File: config.mk
export PLATFORM = sky130hd
export DESIGN_NAME = routerOutputPort
export DESIGN_NICKNAME = d
export VERILOG_FILES = /design/src/source/nocFlitPkg.sv /design/src/source/arbiterPkg.sv /design/src/source/quantumTimer.sv /design/src/source/outputArbiter.sv /design/src/source/outputSwitch.sv /design/src/source/routerOutputPort.sv
export SDC_FILE = /design/constraint.sdc
export NUM_CORES = 1
export LEC_CHECK = 0
export BUFFER_PORTS_ARGS = -buffer_cell sky130_fd_sc_hd__buf_4
export CAP_MARGIN = 20
export CORE_MARGIN = 2
export CORE_UTILIZATION = 35
export DETAILED_ROUTE_END_ITERATION = 12
export PLACE_DENSITY_LB_ADDON = 0.25
export SKIP_CTS_REPAIR_TIMING = 1
export SYNTH_ARGS = -nofsm -noshare
export SYNTH_HDL_FRONTEND = slang
export SYNTH_SLANG_ARGS = --single-unit
export TNS_END_PERCENT = 30
File: constraint.sdc
create_clock -name clk -period 5.35 [get_ports clk]
set_input_delay 0.535 -clock clk [delete_from_list [all_inputs] [get_ports clk]]
set_output_delay 0.535 -clock clk [all_outputs]
set_load 0.005 [all_outputs]
File: src/source/nocFlitPkg.sv
package nocFlitPkg;

  localparam int flitWidth = 32;
  localparam int idWidth = 3;
  localparam int lengthWidth = 12;

  // the id sits on top of the flit and the length just below it
  localparam int idMsb = 31;
  localparam int idLsb = 29;
  localparam int lengthMsb = 28;
  localparam int lengthLsb = 17;

  typedef logic [flitWidth-1:0] flitT;
  typedef logic [idWidth-1:0] flitIdT;
  typedef logic [lengthWidth-1:0] lengthT;  // packet length in clock periods

  localparam flitIdT headerId = 3'b001;
  localparam flitIdT bodyId = 3'b010;
  localparam flitIdT tailId = 3'b100;

endpackage

File: src/source/arbiterPkg.sv
package arbiterPkg;

  localparam int numPorts = 5;  // inputs L, N, E, W, S

  // bit i+1 of the one-hot state grants input i in the order L, N, E, W, S
  typedef enum logic [5:0] {
    idle   = 6'b000001,
    grantL = 6'b000010,
    grantN = 6'b000100,
    grantE = 6'b001000,
    grantW = 6'b010000,
    grantS = 6'b100000
  } arbStateT;

endpackage

File: src/source/quantumTimer.sv
`timescale 1ns/1ns

module quantumTimer
(
  input  logic               clk,
  input  logic               rst,
  input  nocFlitPkg::flitIdT flitId,
  input  nocFlitPkg::lengthT length,
  input  logic               run,
  output logic               timesUp
);

  nocFlitPkg::lengthT limit;
  nocFlitPkg::lengthT count;

  always_ff @(posedge clk)
  begin
    if (rst)
    begin
      limit <= '0;
      count <= '0;
    end
    else
    begin
      if (flitId == nocFlitPkg::headerId)
      begin
        limit <= length;  // any header reloads the quantum whether or not the input is granted
      end
      if (!run)
      begin
        count <= '0;
      end
      else
      begin
        count <= count + 1'b1;
      end
    end
  end

  assign timesUp = (count == limit);  // so a holder keeps the port for limit+1 cycles

endmodule

File: src/source/outputArbiter.sv
`timescale 1ns/1ns

module outputArbiter
(
  input  logic                 clk,
  input  logic                 rst,
  input  nocFlitPkg::flitT     lFlit,
  input  nocFlitPkg::flitT     nFlit,
  input  nocFlitPkg::flitT     eFlit,
  input  nocFlitPkg::flitT     wFlit,
  input  nocFlitPkg::flitT     sFlit,
  input  logic                 lReq,
  input  logic                 nReq,
  input  logic                 eReq,
  input  logic                 wReq,
  input  logic                 sReq,
  output arbiterPkg::arbStateT grant
);

  arbiterPkg::arbStateT state;
  arbiterPkg::arbStateT nextState;

  logic [arbiterPkg::numPorts-1:0] req;  // bit 0 is L, bit 4 is S
  logic [arbiterPkg::numPorts-1:0] run;
  logic [arbiterPkg::numPorts-1:0] timesUp;
  logic [$clog2(arbiterPkg::numPorts)-1:0] holder;

  function automatic arbiterPkg::arbStateT portGrant(input int port);
    return arbiterPkg::arbStateT'(6'b000010 << port);
  endfunction

  assign req = {sReq, wReq, eReq, nReq, lReq};

  quantumTimer lTimer
  (
    .clk     (clk),
    .rst     (rst),
    .flitId  (lFlit[nocFlitPkg::idMsb:nocFlitPkg::idLsb]),
    .length  (lFlit[nocFlitPkg::lengthMsb:nocFlitPkg::lengthLsb]),
    .run     (run[0]),
    .timesUp (timesUp[0])
  );

  quantumTimer nTimer
  (
    .clk     (clk),
    .rst     (rst),
    .flitId  (nFlit[nocFlitPkg::idMsb:nocFlitPkg::idLsb]),
    .length  (nFlit[nocFlitPkg::lengthMsb:nocFlitPkg::lengthLsb]),
    .run     (run[1]),
    .timesUp (timesUp[1])
  );

  quantumTimer eTimer
  (
    .clk     (clk),
    .rst     (rst),
    .flitId  (eFlit[nocFlitPkg::idMsb:nocFlitPkg::idLsb]),
    .length  (eFlit[nocFlitPkg::lengthMsb:nocFlitPkg::lengthLsb]),
    .run     (run[2]),
    .timesUp (timesUp[2])
  );

  quantumTimer wTimer
  (
    .clk     (clk),
    .rst     (rst),
    .flitId  (wFlit[nocFlitPkg::idMsb:nocFlitPkg::idLsb]),
    .length  (wFlit[nocFlitPkg::lengthMsb:nocFlitPkg::lengthLsb]),
    .run     (run[3]),
    .timesUp (timesUp[3])
  );

  quantumTimer sTimer
  (
    .clk     (clk),
    .rst     (rst),
    .flitId  (sFlit[nocFlitPkg::idMsb:nocFlitPkg::idLsb]),
    .length  (sFlit[nocFlitPkg::lengthMsb:nocFlitPkg::lengthLsb]),
    .run     (run[4]),
    .timesUp (timesUp[4])
  );

  always_ff @(posedge clk)
  begin
    if (rst)
    begin
      state <= arbiterPkg::idle;
    end
    else
    begin
      state <= nextState;
    end
  end

  always_comb
  begin
    case (state)
      arbiterPkg::grantL: holder = 3'd0;
      arbiterPkg::grantN: holder = 3'd1;
      arbiterPkg::grantE: holder = 3'd2;
      arbiterPkg::grantW: holder = 3'd3;
      arbiterPkg::grantS: holder = 3'd4;
      default:            holder = 3'd0;  // not read while idle
    endcase
  end

  always_comb
  begin : nextStateLogic
    int idx;
    logic found;
    nextState = arbiterPkg::idle;
    run = '0;
    found = 1'b0;
    idx = 0;
    if (state == arbiterPkg::idle)
    begin
      for (int i = 0; i < arbiterPkg::numPorts; i++)
      begin
        if (!found && req[i])
        begin
          nextState = portGrant(i);
          found = 1'b1;
        end
      end
    end
    else if (req[holder] && !timesUp[holder])
    begin
      run[holder] = 1'b1;
      nextState = state;
    end
    else
    begin
      // search starts just after the holder, which is skipped
      for (int offset = 1; offset < arbiterPkg::numPorts; offset++)
      begin
        idx = int'(holder) + offset;
        if (idx >= arbiterPkg::numPorts)
        begin
          idx = idx - arbiterPkg::numPorts;
        end
        if (!found && req[idx])
        begin
          nextState = portGrant(idx);
          found = 1'b1;
        end
      end
    end
  end

  assign grant = state;

endmodule

File: src/source/outputSwitch.sv
`timescale 1ns/1ns

module outputSwitch
(
  input  logic                 clk,
  input  logic                 rst,
  input  arbiterPkg::arbStateT grant,
  input  nocFlitPkg::flitT     lFlit,
  input  nocFlitPkg::flitT     nFlit,
  input  nocFlitPkg::flitT     eFlit,
  input  nocFlitPkg::flitT     wFlit,
  input  nocFlitPkg::flitT     sFlit,
  input  logic                 lReq,
  input  logic                 nReq,
  input  logic                 eReq,
  input  logic                 wReq,
  input  logic                 sReq,
  output nocFlitPkg::flitT     outFlit,
  output logic                 outValid
);

  always_ff @(posedge clk)
  begin
    if (rst)
    begin
      outFlit <= '0;
      outValid <= 1'b0;
    end
    else
    begin
      case (grant)
        arbiterPkg::grantL:
        begin
          outFlit <= lFlit;
          outValid <= lReq;  // a dropped request still gets its last grant cycle, but no strobe
        end
        arbiterPkg::grantN:
        begin
          outFlit <= nFlit;
          outValid <= nReq;
        end
        arbiterPkg::grantE:
        begin
          outFlit <= eFlit;
          outValid <= eReq;
        end
        arbiterPkg::grantW:
        begin
          outFlit <= wFlit;
          outValid <= wReq;
        end
        arbiterPkg::grantS:
        begin
          outFlit <= sFlit;
          outValid <= sReq;
        end
        default:
        begin
          outValid <= 1'b0;  // outFlit holds its last value while idle
        end
      endcase
    end
  end

endmodule

File: src/source/routerOutputPort.sv
`timescale 1ns/1ns

module routerOutputPort
(
  input  logic                 clk,
  input  logic                 rst,
  input  nocFlitPkg::flitT     lFlit,
  input  nocFlitPkg::flitT     nFlit,
  input  nocFlitPkg::flitT     eFlit,
  input  nocFlitPkg::flitT     wFlit,
  input  nocFlitPkg::flitT     sFlit,
  input  logic                 lReq,
  input  logic                 nReq,
  input  logic                 eReq,
  input  logic                 wReq,
  input  logic                 sReq,
  output arbiterPkg::arbStateT grant,
  output nocFlitPkg::flitT     outFlit,
  output logic                 outValid
);

  // grant follows the requests by one cycle and the switch adds one more
  outputArbiter arbiter
  (
    .clk   (clk),
    .rst   (rst),
    .lFlit (lFlit),
    .nFlit (nFlit),
    .eFlit (eFlit),
    .wFlit (wFlit),
    .sFlit (sFlit),
    .lReq  (lReq),
    .nReq  (nReq),
    .eReq  (eReq),
    .wReq  (wReq),
    .sReq  (sReq),
    .grant (grant)
  );

  outputSwitch switch
  (
    .clk      (clk),
    .rst      (rst),
    .grant    (grant),
    .lFlit    (lFlit),
    .nFlit    (nFlit),
    .eFlit    (eFlit),
    .wFlit    (wFlit),
    .sFlit    (sFlit),
    .lReq     (lReq),
    .nReq     (nReq),
    .eReq     (eReq),
    .wReq     (wReq),
    .sReq     (sReq),
    .outFlit  (outFlit),
    .outValid (outValid)
  );

endmodule

==> metrics, run 1 <==
first-pass GRT wire length=47500 µm; Distinct cells, synth=71; # clock sinks=159; net load switching power=1.65 mW; starting density of the core=0.356; GRT Util Overall=0.234; # setup viols final=0; WHS Endpoint=arbiter.lTimer.limit[7]; top_reg_cell synth=dfxtp_1; top cells by area, synth=dfxtp_1 37%, xor2_1 9.1%, nand2_1 8.3%; Clk Latency, worst-skew pair=0.44 ns; cell area after layout=0.0110 mm²; area of the mapped netlist=0.00867 mm²; crit path buf inv count=1; Switching Share=0.369; Ys Warns=0; grt met3 use=0.0324; final cell count without fillers=1574; fin nets=1421; DRC=0; antenna violations before repair=0; combinational group share of total power=0.388; vias per inst=5.45; final wirelength=30800 µm; final worst-path setup slack=0.569 ns; PD cells=405 mW/mm²; Die Ht=161 µm; Synth Area per Inst=8.06 µm²; Post-synth EDFFs=0; leakage power=4.52 nW; Syn-to-layout area delta=27.2%; Arrival @ worst endpoint=5.12 ns; placed cells=1543; status=completed; startpoint types=flop; slowest stage cell on the critical path=or4_1; Slew Viols, Final=0; Mapped Nets=1259; row count=57; core region area=0.0243 mm²; placed instance area=0.0104 mm²; Period Utilization, post-route=0.894; number of routed nets with antenna violations=0; DR vias=8578; n_diodes=0; Max IR drop VDD=211 µV; RR Startpoint=arbiter.grant[0]; RSZ-0062 raised after global routing=no; vias in the first global route=8234; Async SR Flop Fraction=0; share of the yosys chip area belonging to registers=0.367; HP Start=lFlit[24]; CTS tree=yes; setup TNS=0 ns; Critical Path Fanout Max=14; area leader, netlist=dfxtp_1; cell depth of the worst flop-to-flop path=13; routed len/inst=19.6 µm; DP Worst Slack=0.631 ns; cts bufs inserted=17; met2 Track Usage GR=0.395; Ports=206; post-synth top area share=0.367; RR Endpoint=arbiter.grant[4]; most numerous cell in the Yosys netlist=nand2_1; worst hold slack=0.358 ns; # fillers=2421; max-cap check violation count=0; worst endpoint required time=5.69 ns; Internal=2.82 mW; largest net degree at the start of global routing=70; #FFs+latches synth=159; Hold Path Depth=3; Seq pwr share=0.314; minimum clock period=4.78 ns; worst hold-check path type=in -> reg; depth of the CTS H-tree=4; full die area=0.0260 mm²; crit path capture type=flop; deepest clock path buffer count=2; Multi-input gate area=0.00513 mm²; Most flops, register=switch.outFlit; power share of the clock group=0.298; Critical Path Max Stage Delay=0.72 ns; Worst-path clk slew=0.07 ns; Worst Tran Pin Value=1.07 ns; 1st-iter DRT viols=763; Storage cell area=0.00318 mm²; gr busiest metal=met2; final hold viol count=0; max reg flops=32; HPWL after DPL=22800 µm; drt pass-1 iters=6; Slew HR=0.286; layout cells sized above 1=0.231; grt ovf=0; Cells after Synth=1076; Crit Path Class=reg -> reg; Reg2Reg Setup Slack=0.57 ns; CTS Root Cell=clkbuf_16; port buffer count=205; met1 usage=0.307; crit-path cells=or2_1, or4_1, inv_2, ha_1, nand2b_1, a21boi_4, xnor2_1, mux2_1, a211oi_4, nand3_2, or3_1, or2_0, a2111oi_2; width of the die=161 µm; final weighted congestion in routability-driven placement=0.910; Post-synth top cells=191 x nand2_1, 159 x dfxtp_1, 90 x xor2_1, 89 x nor2_1, 74 x a21oi_1; Clock Skew=0.0114 ns; critical path's top delay family=simple AND/OR/NAND/NOR gates; Max Freq=209 MHz
==> power by group through the flow <==
stage               sequential [mW]  clock, mW  combinational (mW)
floorplan                      1.39          0                1.12
global placement               1.42          0                1.72
detailed placement             1.43          0                1.70
CTS                            1.40       1.34                1.71
global route                   1.42       1.40                1.87
finish                         1.40       1.33                1.73
==> layout by cell type (no fill, tap or decap), drive strengths merged, types with 26 or more instances in the layout <==
cell     n
a21oi   74
a22oi   49
a31oi   37
and3    26
buf    215
dfxtp  159
nand2  191
nand3   45
nor2    89
xnor2   26
xor2    90
==> worst max path at each step <==
stage,startpoint,endpoint,slack (ns),depth (start not counted)
2_1_floorplan,arbiter.grant[3],arbiter.grant[4],0.83,17
3_3_place_gp,arbiter.grant[0],arbiter.grant[4],0.71,13
3_5_place_dp,arbiter.grant[0],arbiter.grant[4],0.63,13
4_1_cts,arbiter.grant[0],arbiter.grant[4],0.61,13
5_1_grt,arbiter.grant[0],arbiter.grant[4],0.19,13
6_report,arbiter.grant[0],arbiter.grant[4],0.57,13
==> cells by family (layout without fill, tap and decap cells) <==
group | after synthesis | in the layout | synth area share
fa+ha+maj | 16 | 16 | 0.0231
buf+inv | 89 | 263 | 0.0436
compound gates | 240 | 240 | 0.190
simple gates | 433 | 433 | 0.228
xor+xnor | 116 | 116 | 0.117
flops | 159 | 159 | 0.367
mux | 23 | 23 | 0.0312
==> final cells by class <==
type,count,share of cell area
Multi-Input combinational cell,828,0.465
Sequential cell,159,0.289
Timing Repair Buffer,215,0.146
Clock buffer,19,0.0411
Tap cell,324,0.0368
Clock inverter,12,0.0166
Inverter,17,0.00579
==> per-stage QoR <==
step,utilization,power (mW)
floorplan,-,2.51
CTS,0.454,4.46
detailed placement,0.427,3.13
global route,0.454,4.69
finish,0.454,4.46
global placement,0.427,3.14
==> worst min-delay path: cells and delay by family <==
kind	cells	cell delay (ns)
compound gates	1	0.05
buf+inv	1	0.11
simple gates	1	0.05
==> routing by layer <==
metal / up-vias / routed length, µm
met4: 0 / 814
met1: 4098 / 13400
met2: 299 / 14900
li1: 4128 / -
met3: 53 / 1700
met5: - / 0
Power figures use the tool's default switching activity.
==> run 2, diff against run 1 <==
--- a/config.mk
+++ b/config.mk
@@ -5,6 +5,7 @@
 export SDC_FILE = /design/constraint.sdc
 export NUM_CORES = 1
 export LEC_CHECK = 0
+export ABC_AREA = 1
 export BUFFER_PORTS_ARGS = -buffer_cell sky130_fd_sc_hd__buf_4
 export CAP_MARGIN = 20
 export CORE_MARGIN = 2
==> metrics, run 2 <==
status=completed; Mapped Nets=1431 (+14%); max reg flops=32 (unchanged); Distinct cells, synth=43 (-39%); 1st-iter DRT viols=637 (-17%); width of the die=163 µm (+0.77%); Async SR Flop Fraction=0 (unchanged); minimum clock period=3.43 ns (-1.35 ns); n_diodes=0 (unchanged); Multi-input gate area=0.00497 mm² (-3.1%); WHS Endpoint=arbiter.sTimer.limit[10]; final weighted congestion in routability-driven placement=0.973 (+6.8%); HP Start=sFlit[27]; GRT Util Overall=0.222 (-0.0121); share of the yosys chip area belonging to registers=0.361 (-0.00574); Slew HR=0.406 (+0.120); port buffer count=205 (unchanged); Ports=206 (unchanged); grt ovf=0 (unchanged); Critical Path Fanout Max=22 (+8); full die area=0.0264 mm² (+1.5%); Max IR drop VDD=144 µV (-32%); RR Startpoint=arbiter.grant[2]; Syn-to-layout area delta=27.5%; # setup viols final=0 (unchanged); routed len/inst=16.8 µm (-14%); Slew Viols, Final=0 (unchanged); PD cells=376 mW/mm² (-7.2%); number of routed nets with antenna violations=0 (unchanged); # fillers=2619 (+8.2%); cell depth of the worst flop-to-flop path=12 (-1); setup TNS=0 ns (unchanged); area leader, netlist=dfxtp_1; Crit Path Class=reg -> reg; fin nets=1618 (+14%); worst endpoint required time=5.69 ns (about the same); row count=58 (+1.8%); Reg2Reg Setup Slack=1.92 ns (+1.35 ns); top cells by area, synth=dfxtp_1 36%, nand2_1 11%, nor2_1 8.3%; # clock sinks=159 (unchanged); Arrival @ worst endpoint=3.77 ns (-1.35 ns); most numerous cell in the Yosys netlist=nand2_1; #FFs+latches synth=159 (unchanged); HPWL after DPL=23300 µm (+2.5%); cts bufs inserted=17 (unchanged); CTS Root Cell=clkbuf_16; deepest clock path buffer count=2 (unchanged); largest net degree at the start of global routing=42 (-40%); drt pass-1 iters=6 (unchanged); first-pass GRT wire length=45600 µm (-4.0%); DP Worst Slack=1.99 ns (+1.36 ns); Cells after Synth=1248 (+16%); Hold Path Depth=3 (unchanged); DRC=0 (unchanged); final hold viol count=0 (unchanged); vias per inst=5.03 (-7.6%); top_reg_cell synth=dfxtp_1; leakage power=4.97 nW (+9.8%); core region area=0.0250 mm² (+2.6%); most frequent cells in the layout=257 x nand2_1, 214 x buf_4, 194 x nor2_1; RSZ-0062 raised after global routing=no; startpoint types=flop; crit path capture type=flop; Clk Latency, worst-skew pair=0.44 ns (about the same); final worst-path setup slack=1.92 ns (+1.35 ns); vias in the first global route=8249 (+0.18%); final wirelength=29900 µm (-3.0%); Post-synth top cells=257 x nand2_1, 194 x nor2_1, 159 x dfxtp_1, 109 x inv_1, 77 x o21ai_0; Die Ht=163 µm (+0.77%); Period Utilization, post-route=0.640 (-0.253); starting density of the core=0.353 (-0.00369); post-synth top area share=0.361 (-0.00574); most common cell after layout, fill and taps aside=nand2_1; layout cells sized above 1=0.203 (-0.0282); Most flops, register=switch.outFlit; Clock Skew=0.0182 ns (+0.00676 ns); depth of the CTS H-tree=4 (unchanged); max-cap check violation count=0 (unchanged); CTS tree=yes; Worst Tran Pin Value=0.890 ns (-0.176 ns); Max Freq=292 MHz (+40%); fin util=0.450 (-0.00374); Ys Warns=0 (unchanged); worst hold-check path type=in -> reg; RR Endpoint=arbiter.eTimer.count[2]; Worst-path clk slew=0.08 ns (about the same); Storage cell area=0.00318 mm² (unchanged); Synth Area per Inst=7.06 µm² (-12%); area of the mapped netlist=0.00881 mm² (+1.6%); Post-synth EDFFs=0 (unchanged); antenna violations before repair=0 (unchanged); worst hold slack=0.325 ns (-0.0334 ns); DR vias=8951 (+4.3%)
[run 2: cell count changes after synthesis, sizes merged, moves of 27 or more]
cell / delta
xor2: -50
inv: +96
a31oi: -27
nand2: +72
a22oi: -44
a221oi: +28
nor2: +113
o21ai: +61
[run 2: worst max path at each step]
stage / endpoint / cells after the start / slack (ns) / from
after floorplan: arbiter.grant[5] / 22 / 2.54 / arbiter.grant[4]
after global placement: arbiter.sTimer.count[6] / 12 / 2.12 / arbiter.grant[2]
after detailed placement: arbiter.sTimer.count[6] / 12 / 1.99 / arbiter.grant[2]
after CTS: arbiter.sTimer.count[2] / 12 / 1.96 / arbiter.grant[2]
after global routing: arbiter.grant[5] / 21 / 1.61 / arbiter.grant[4]
final: arbiter.eTimer.count[2] / 12 / 1.92 / arbiter.grant[2]
[run 2: area by class of cell]
cell class,instances,area share
clock buffers,17,0.0379
clock inverters,15,0.0166
inverters,118,0.0394
multi-input cells,925,0.443
flip-flops and latches,159,0.283
well taps,330,0.0368
repair buffers,214,0.143
[run 2: worst max-delay path, cell delays in order (launching register included)]
cell and delay, ns:
dfxtp_1 0.43, inv_1 0.06, nor2_1 0.12, nand3_2 0.34
inv_1 0.80, nand2_1 0.20, o211ai_2 0.11, nand3_1 0.12
a211oi_2 0.25, nand2_2 0.16, inv_2 0.17, nand4_2 0.32
nor3_1 0.25
[run 2: logic make-up (layout without fill, tap and decap cells)]
group	count (synthesis)	after routing	synth area share
buffers and inverters	164	364	0.0747
XOR/XNOR	82	82	0.0815
AO/OA/AOI/OAI	213	213	0.149
adder cells (fa/ha/maj)	16	16	0.0227
flip-flops	159	159	0.361
AND/OR/NAND/NOR	614	614	0.311
[run 2: power breakdown]
part	switching [mW]	leakage [nW]	internal [mW]	total [mW]
Combinational	0.986	3.38	0.587	1.57
Clock	0.609	0.299	0.640	1.25
Sequential	0.0905	1.29	1.31	1.40
[run 2: stage by stage]
stage               instances  total power [mW]  cell area, µm²
floorplan                1248              2.41            8810
global placement         1746              2.97           10600
detailed placement       1746              2.98           10600
CTS                      1778              4.23           11200
global route             1778              4.48           11200
finish                   1778              4.22           11200
[run 2: routing by layer]
metal / share of wire / global-route usage / routed length, µm / up-vias
met1: 0.45 / 0.304 / 13400 / 4158
met4: 0.024 / 0.0740 / 721 / 0
li1: - / - / - / 4505
met2: 0.47 / 0.356 / 14100 / 244
met5: 0 / 0 / 0 / -
met3: 0.058 / 0.0390 / 1740 / 44
==> run 3, diff against run 2 <==
==> constraint.sdc (replaced) <==
create_clock -name clk -period 3.1 [get_ports clk]
set_input_delay 0.31 -clock clk [delete_from_list [all_inputs] [get_ports clk]]
set_output_delay 0.31 -clock clk [all_outputs]
set_load 0.005 [all_outputs]
==> metrics, run 3 (same netlist as run 2, synthesis figures left out) <==
status=completed; max reg flops=32 (unchanged); CP most frequent cell=nand2_1; full die area=0.0264 mm² (unchanged); Critical Path Max Stage Delay=0.38 ns (-0.42 ns); vias per inst=5.04 (+0.14%); drt pass-1 iters=5 (-1); Clock Skew=0.0119 ns (-0.00630 ns); worst endpoint required time=3.46 ns (-2.23 ns); crit path capture type=flop; most frequent cells in the layout=255 x nand2_1, 228 x buf_4, 191 x nor2_1; placed instance area=0.0107 mm² (+0.85%); routed len/inst=16.9 µm (+0.64%); Arrival @ worst endpoint=3.21 ns (-0.56 ns); Reg2Reg Setup Slack=0.25 ns (-1.67 ns); Most flops, register=switch.outFlit; critical path's top delay family=simple AND/OR/NAND/NOR gates; antenna violations before repair=0 (unchanged); DRC=0 (unchanged); Critical Path Fanout Max=7 (-68%); final wirelength=30300 µm (+1.4%); worst hold-check path type=in -> reg; leakage power=5.03 nW (+1.2%); Ports=206 (unchanged); Syn-to-layout area delta=29.1%; most common cell after layout, fill and taps aside=nand2_1; vias in the first global route=8367 (+1.4%); final hold viol count=0 (unchanged); # clock sinks=159 (unchanged); startpoint types=flop; Worst Tran Pin Value=0.672 ns (-0.218 ns); minimum clock period=2.85 ns (-0.581 ns); deepest clock path buffer count=2 (unchanged); # setup viols final=0 (unchanged); CTS tree=yes; row count=58 (unchanged); Max Freq=351 MHz (+20%); layout cells sized above 1=0.220 (+0.0165); cell area after layout=0.0114 mm² (+1.2%); Period Utilization, post-route=0.918 (+0.277); DR vias=9034 (+0.93%); Max IR drop VDD=280 µV (+95%); fin nets=1632 (+0.87%); slowest stage cell on the critical path=dfxtp_1; first-pass GRT wire length=46000 µm (+0.74%); number of routed nets with antenna violations=0 (unchanged); Die Ht=163 µm (unchanged); width of the die=163 µm (unchanged); grt ovf=0 (unchanged); depth of the CTS H-tree=4 (unchanged); crit path buf inv count=2 (-1); Slew HR=0.547 (+0.141); fin util=0.455 (+0.00551); 1st-iter DRT viols=735 (+15%); CTS Root Cell=clkbuf_16; HPWL after DPL=23700 µm (+1.8%); port buffer count=205 (unchanged); starting density of the core=0.353 (unchanged); Slew Viols, Final=0 (unchanged); largest net degree at the start of global routing=43 (+2.4%); Crit Path Class=reg -> reg; core region area=0.0250 mm² (unchanged); PD cells=650 mW/mm² (+73%); cts bufs inserted=17 (unchanged); crit-path cells=nor2_4, nand3_2, nand2_4, inv_1, ha_1, nor2_2, inv_1, nand2_2, nand2_1, nand2_1, nand2_1, nand3_1, nand2_1, nand2_1, nand2_2, nor2_2, nand4_1, nand2_1, nand2_1, a21oi_1; final weighted congestion in routability-driven placement=0.935 (-3.9%); n_diodes=0 (unchanged); Clk Latency, worst-skew pair=0.44 ns (about the same); Worst-path clk slew=0.07 ns (about the same); GRT Util Overall=0.227 (+0.00452); max-cap check violation count=0 (unchanged)
[run 3: area by class of cell]
cell class                 instances  area [µm²]
clock buffer                      17         425
clock inverter                    15         163
fill                            2561       13600
inverter                         118         443
sequential                       159        3190
timing repair buffer             228        1710
multi-input combinational        925        5020
tap                              330         413
[run 3: where the power goes]
part	switching, mW	leakage (nW)	internal, mW	total [mW]
clock	1.02	0.288	1.09	2.10
combinational	1.78	3.45	1.10	2.88
sequential	0.154	1.29	2.26	2.41
[run 3: through the flow]
stage	worst slack, ns	hold slack [ns]	setup TNS (ns)	power [mW]	std cells
floorplan	0.295	0.440	0	4.16	1248
global placement	0.191	0.454	0	5.23	1758
detailed placement	0.133	0.461	0	5.24	1758
CTS	0.114	0.0986	0	7.35	1790
global route	-0.0134	0.0986	-0.0239	7.84	1792
finish	0.255	0.110	0	7.39	1792
[run 3: routing by layer]
| layer | global-route usage | vias to the layer above | part of all wire |
|---|---|---|---|
| met5 | 0 | - | 0 |
| met4 | 0.0752 | 0 | 0.022 |
| met3 | 0.0420 | 42 | 0.060 |
| met2 | 0.363 | 258 | 0.47 |
| met1 | 0.309 | 4191 | 0.45 |
| li1 | - | 4543 | - |
[run 3: path summary, 6_finish.rpt]
check | depth (start not counted) | endpoint | start
worst max-delay path | 20 | arbiter.grant[1] | arbiter.grant[1]
worst min-delay path | 3 | arbiter.sTimer.limit[4] | sFlit[21]
worst max register to register | 20 | arbiter.grant[1] | arbiter.grant[1]
worst min register to register | 2 | switch.outFlit[3] | switch.outFlit[3]
[run 3: worst reg2reg max path: stages, from the launching register on]
cell	delay, ns
dfxtp_1	0.38
nor2_4	0.26
nand3_2	0.15
nand2_4	0.08
inv_1	0.05
ha_1	0.36
nor2_2	0.17
inv_1	0.06
nand2_2	0.12
nand2_1	0.10
nand2_1	0.13
nand2_1	0.06
nand3_1	0.09
nand2_1	0.06
nand2_1	0.06
nand2_2	0.11
nor2_2	0.16
nand4_1	0.09
nand2_1	0.08
nand2_1	0.05
a21oi_1	0.15
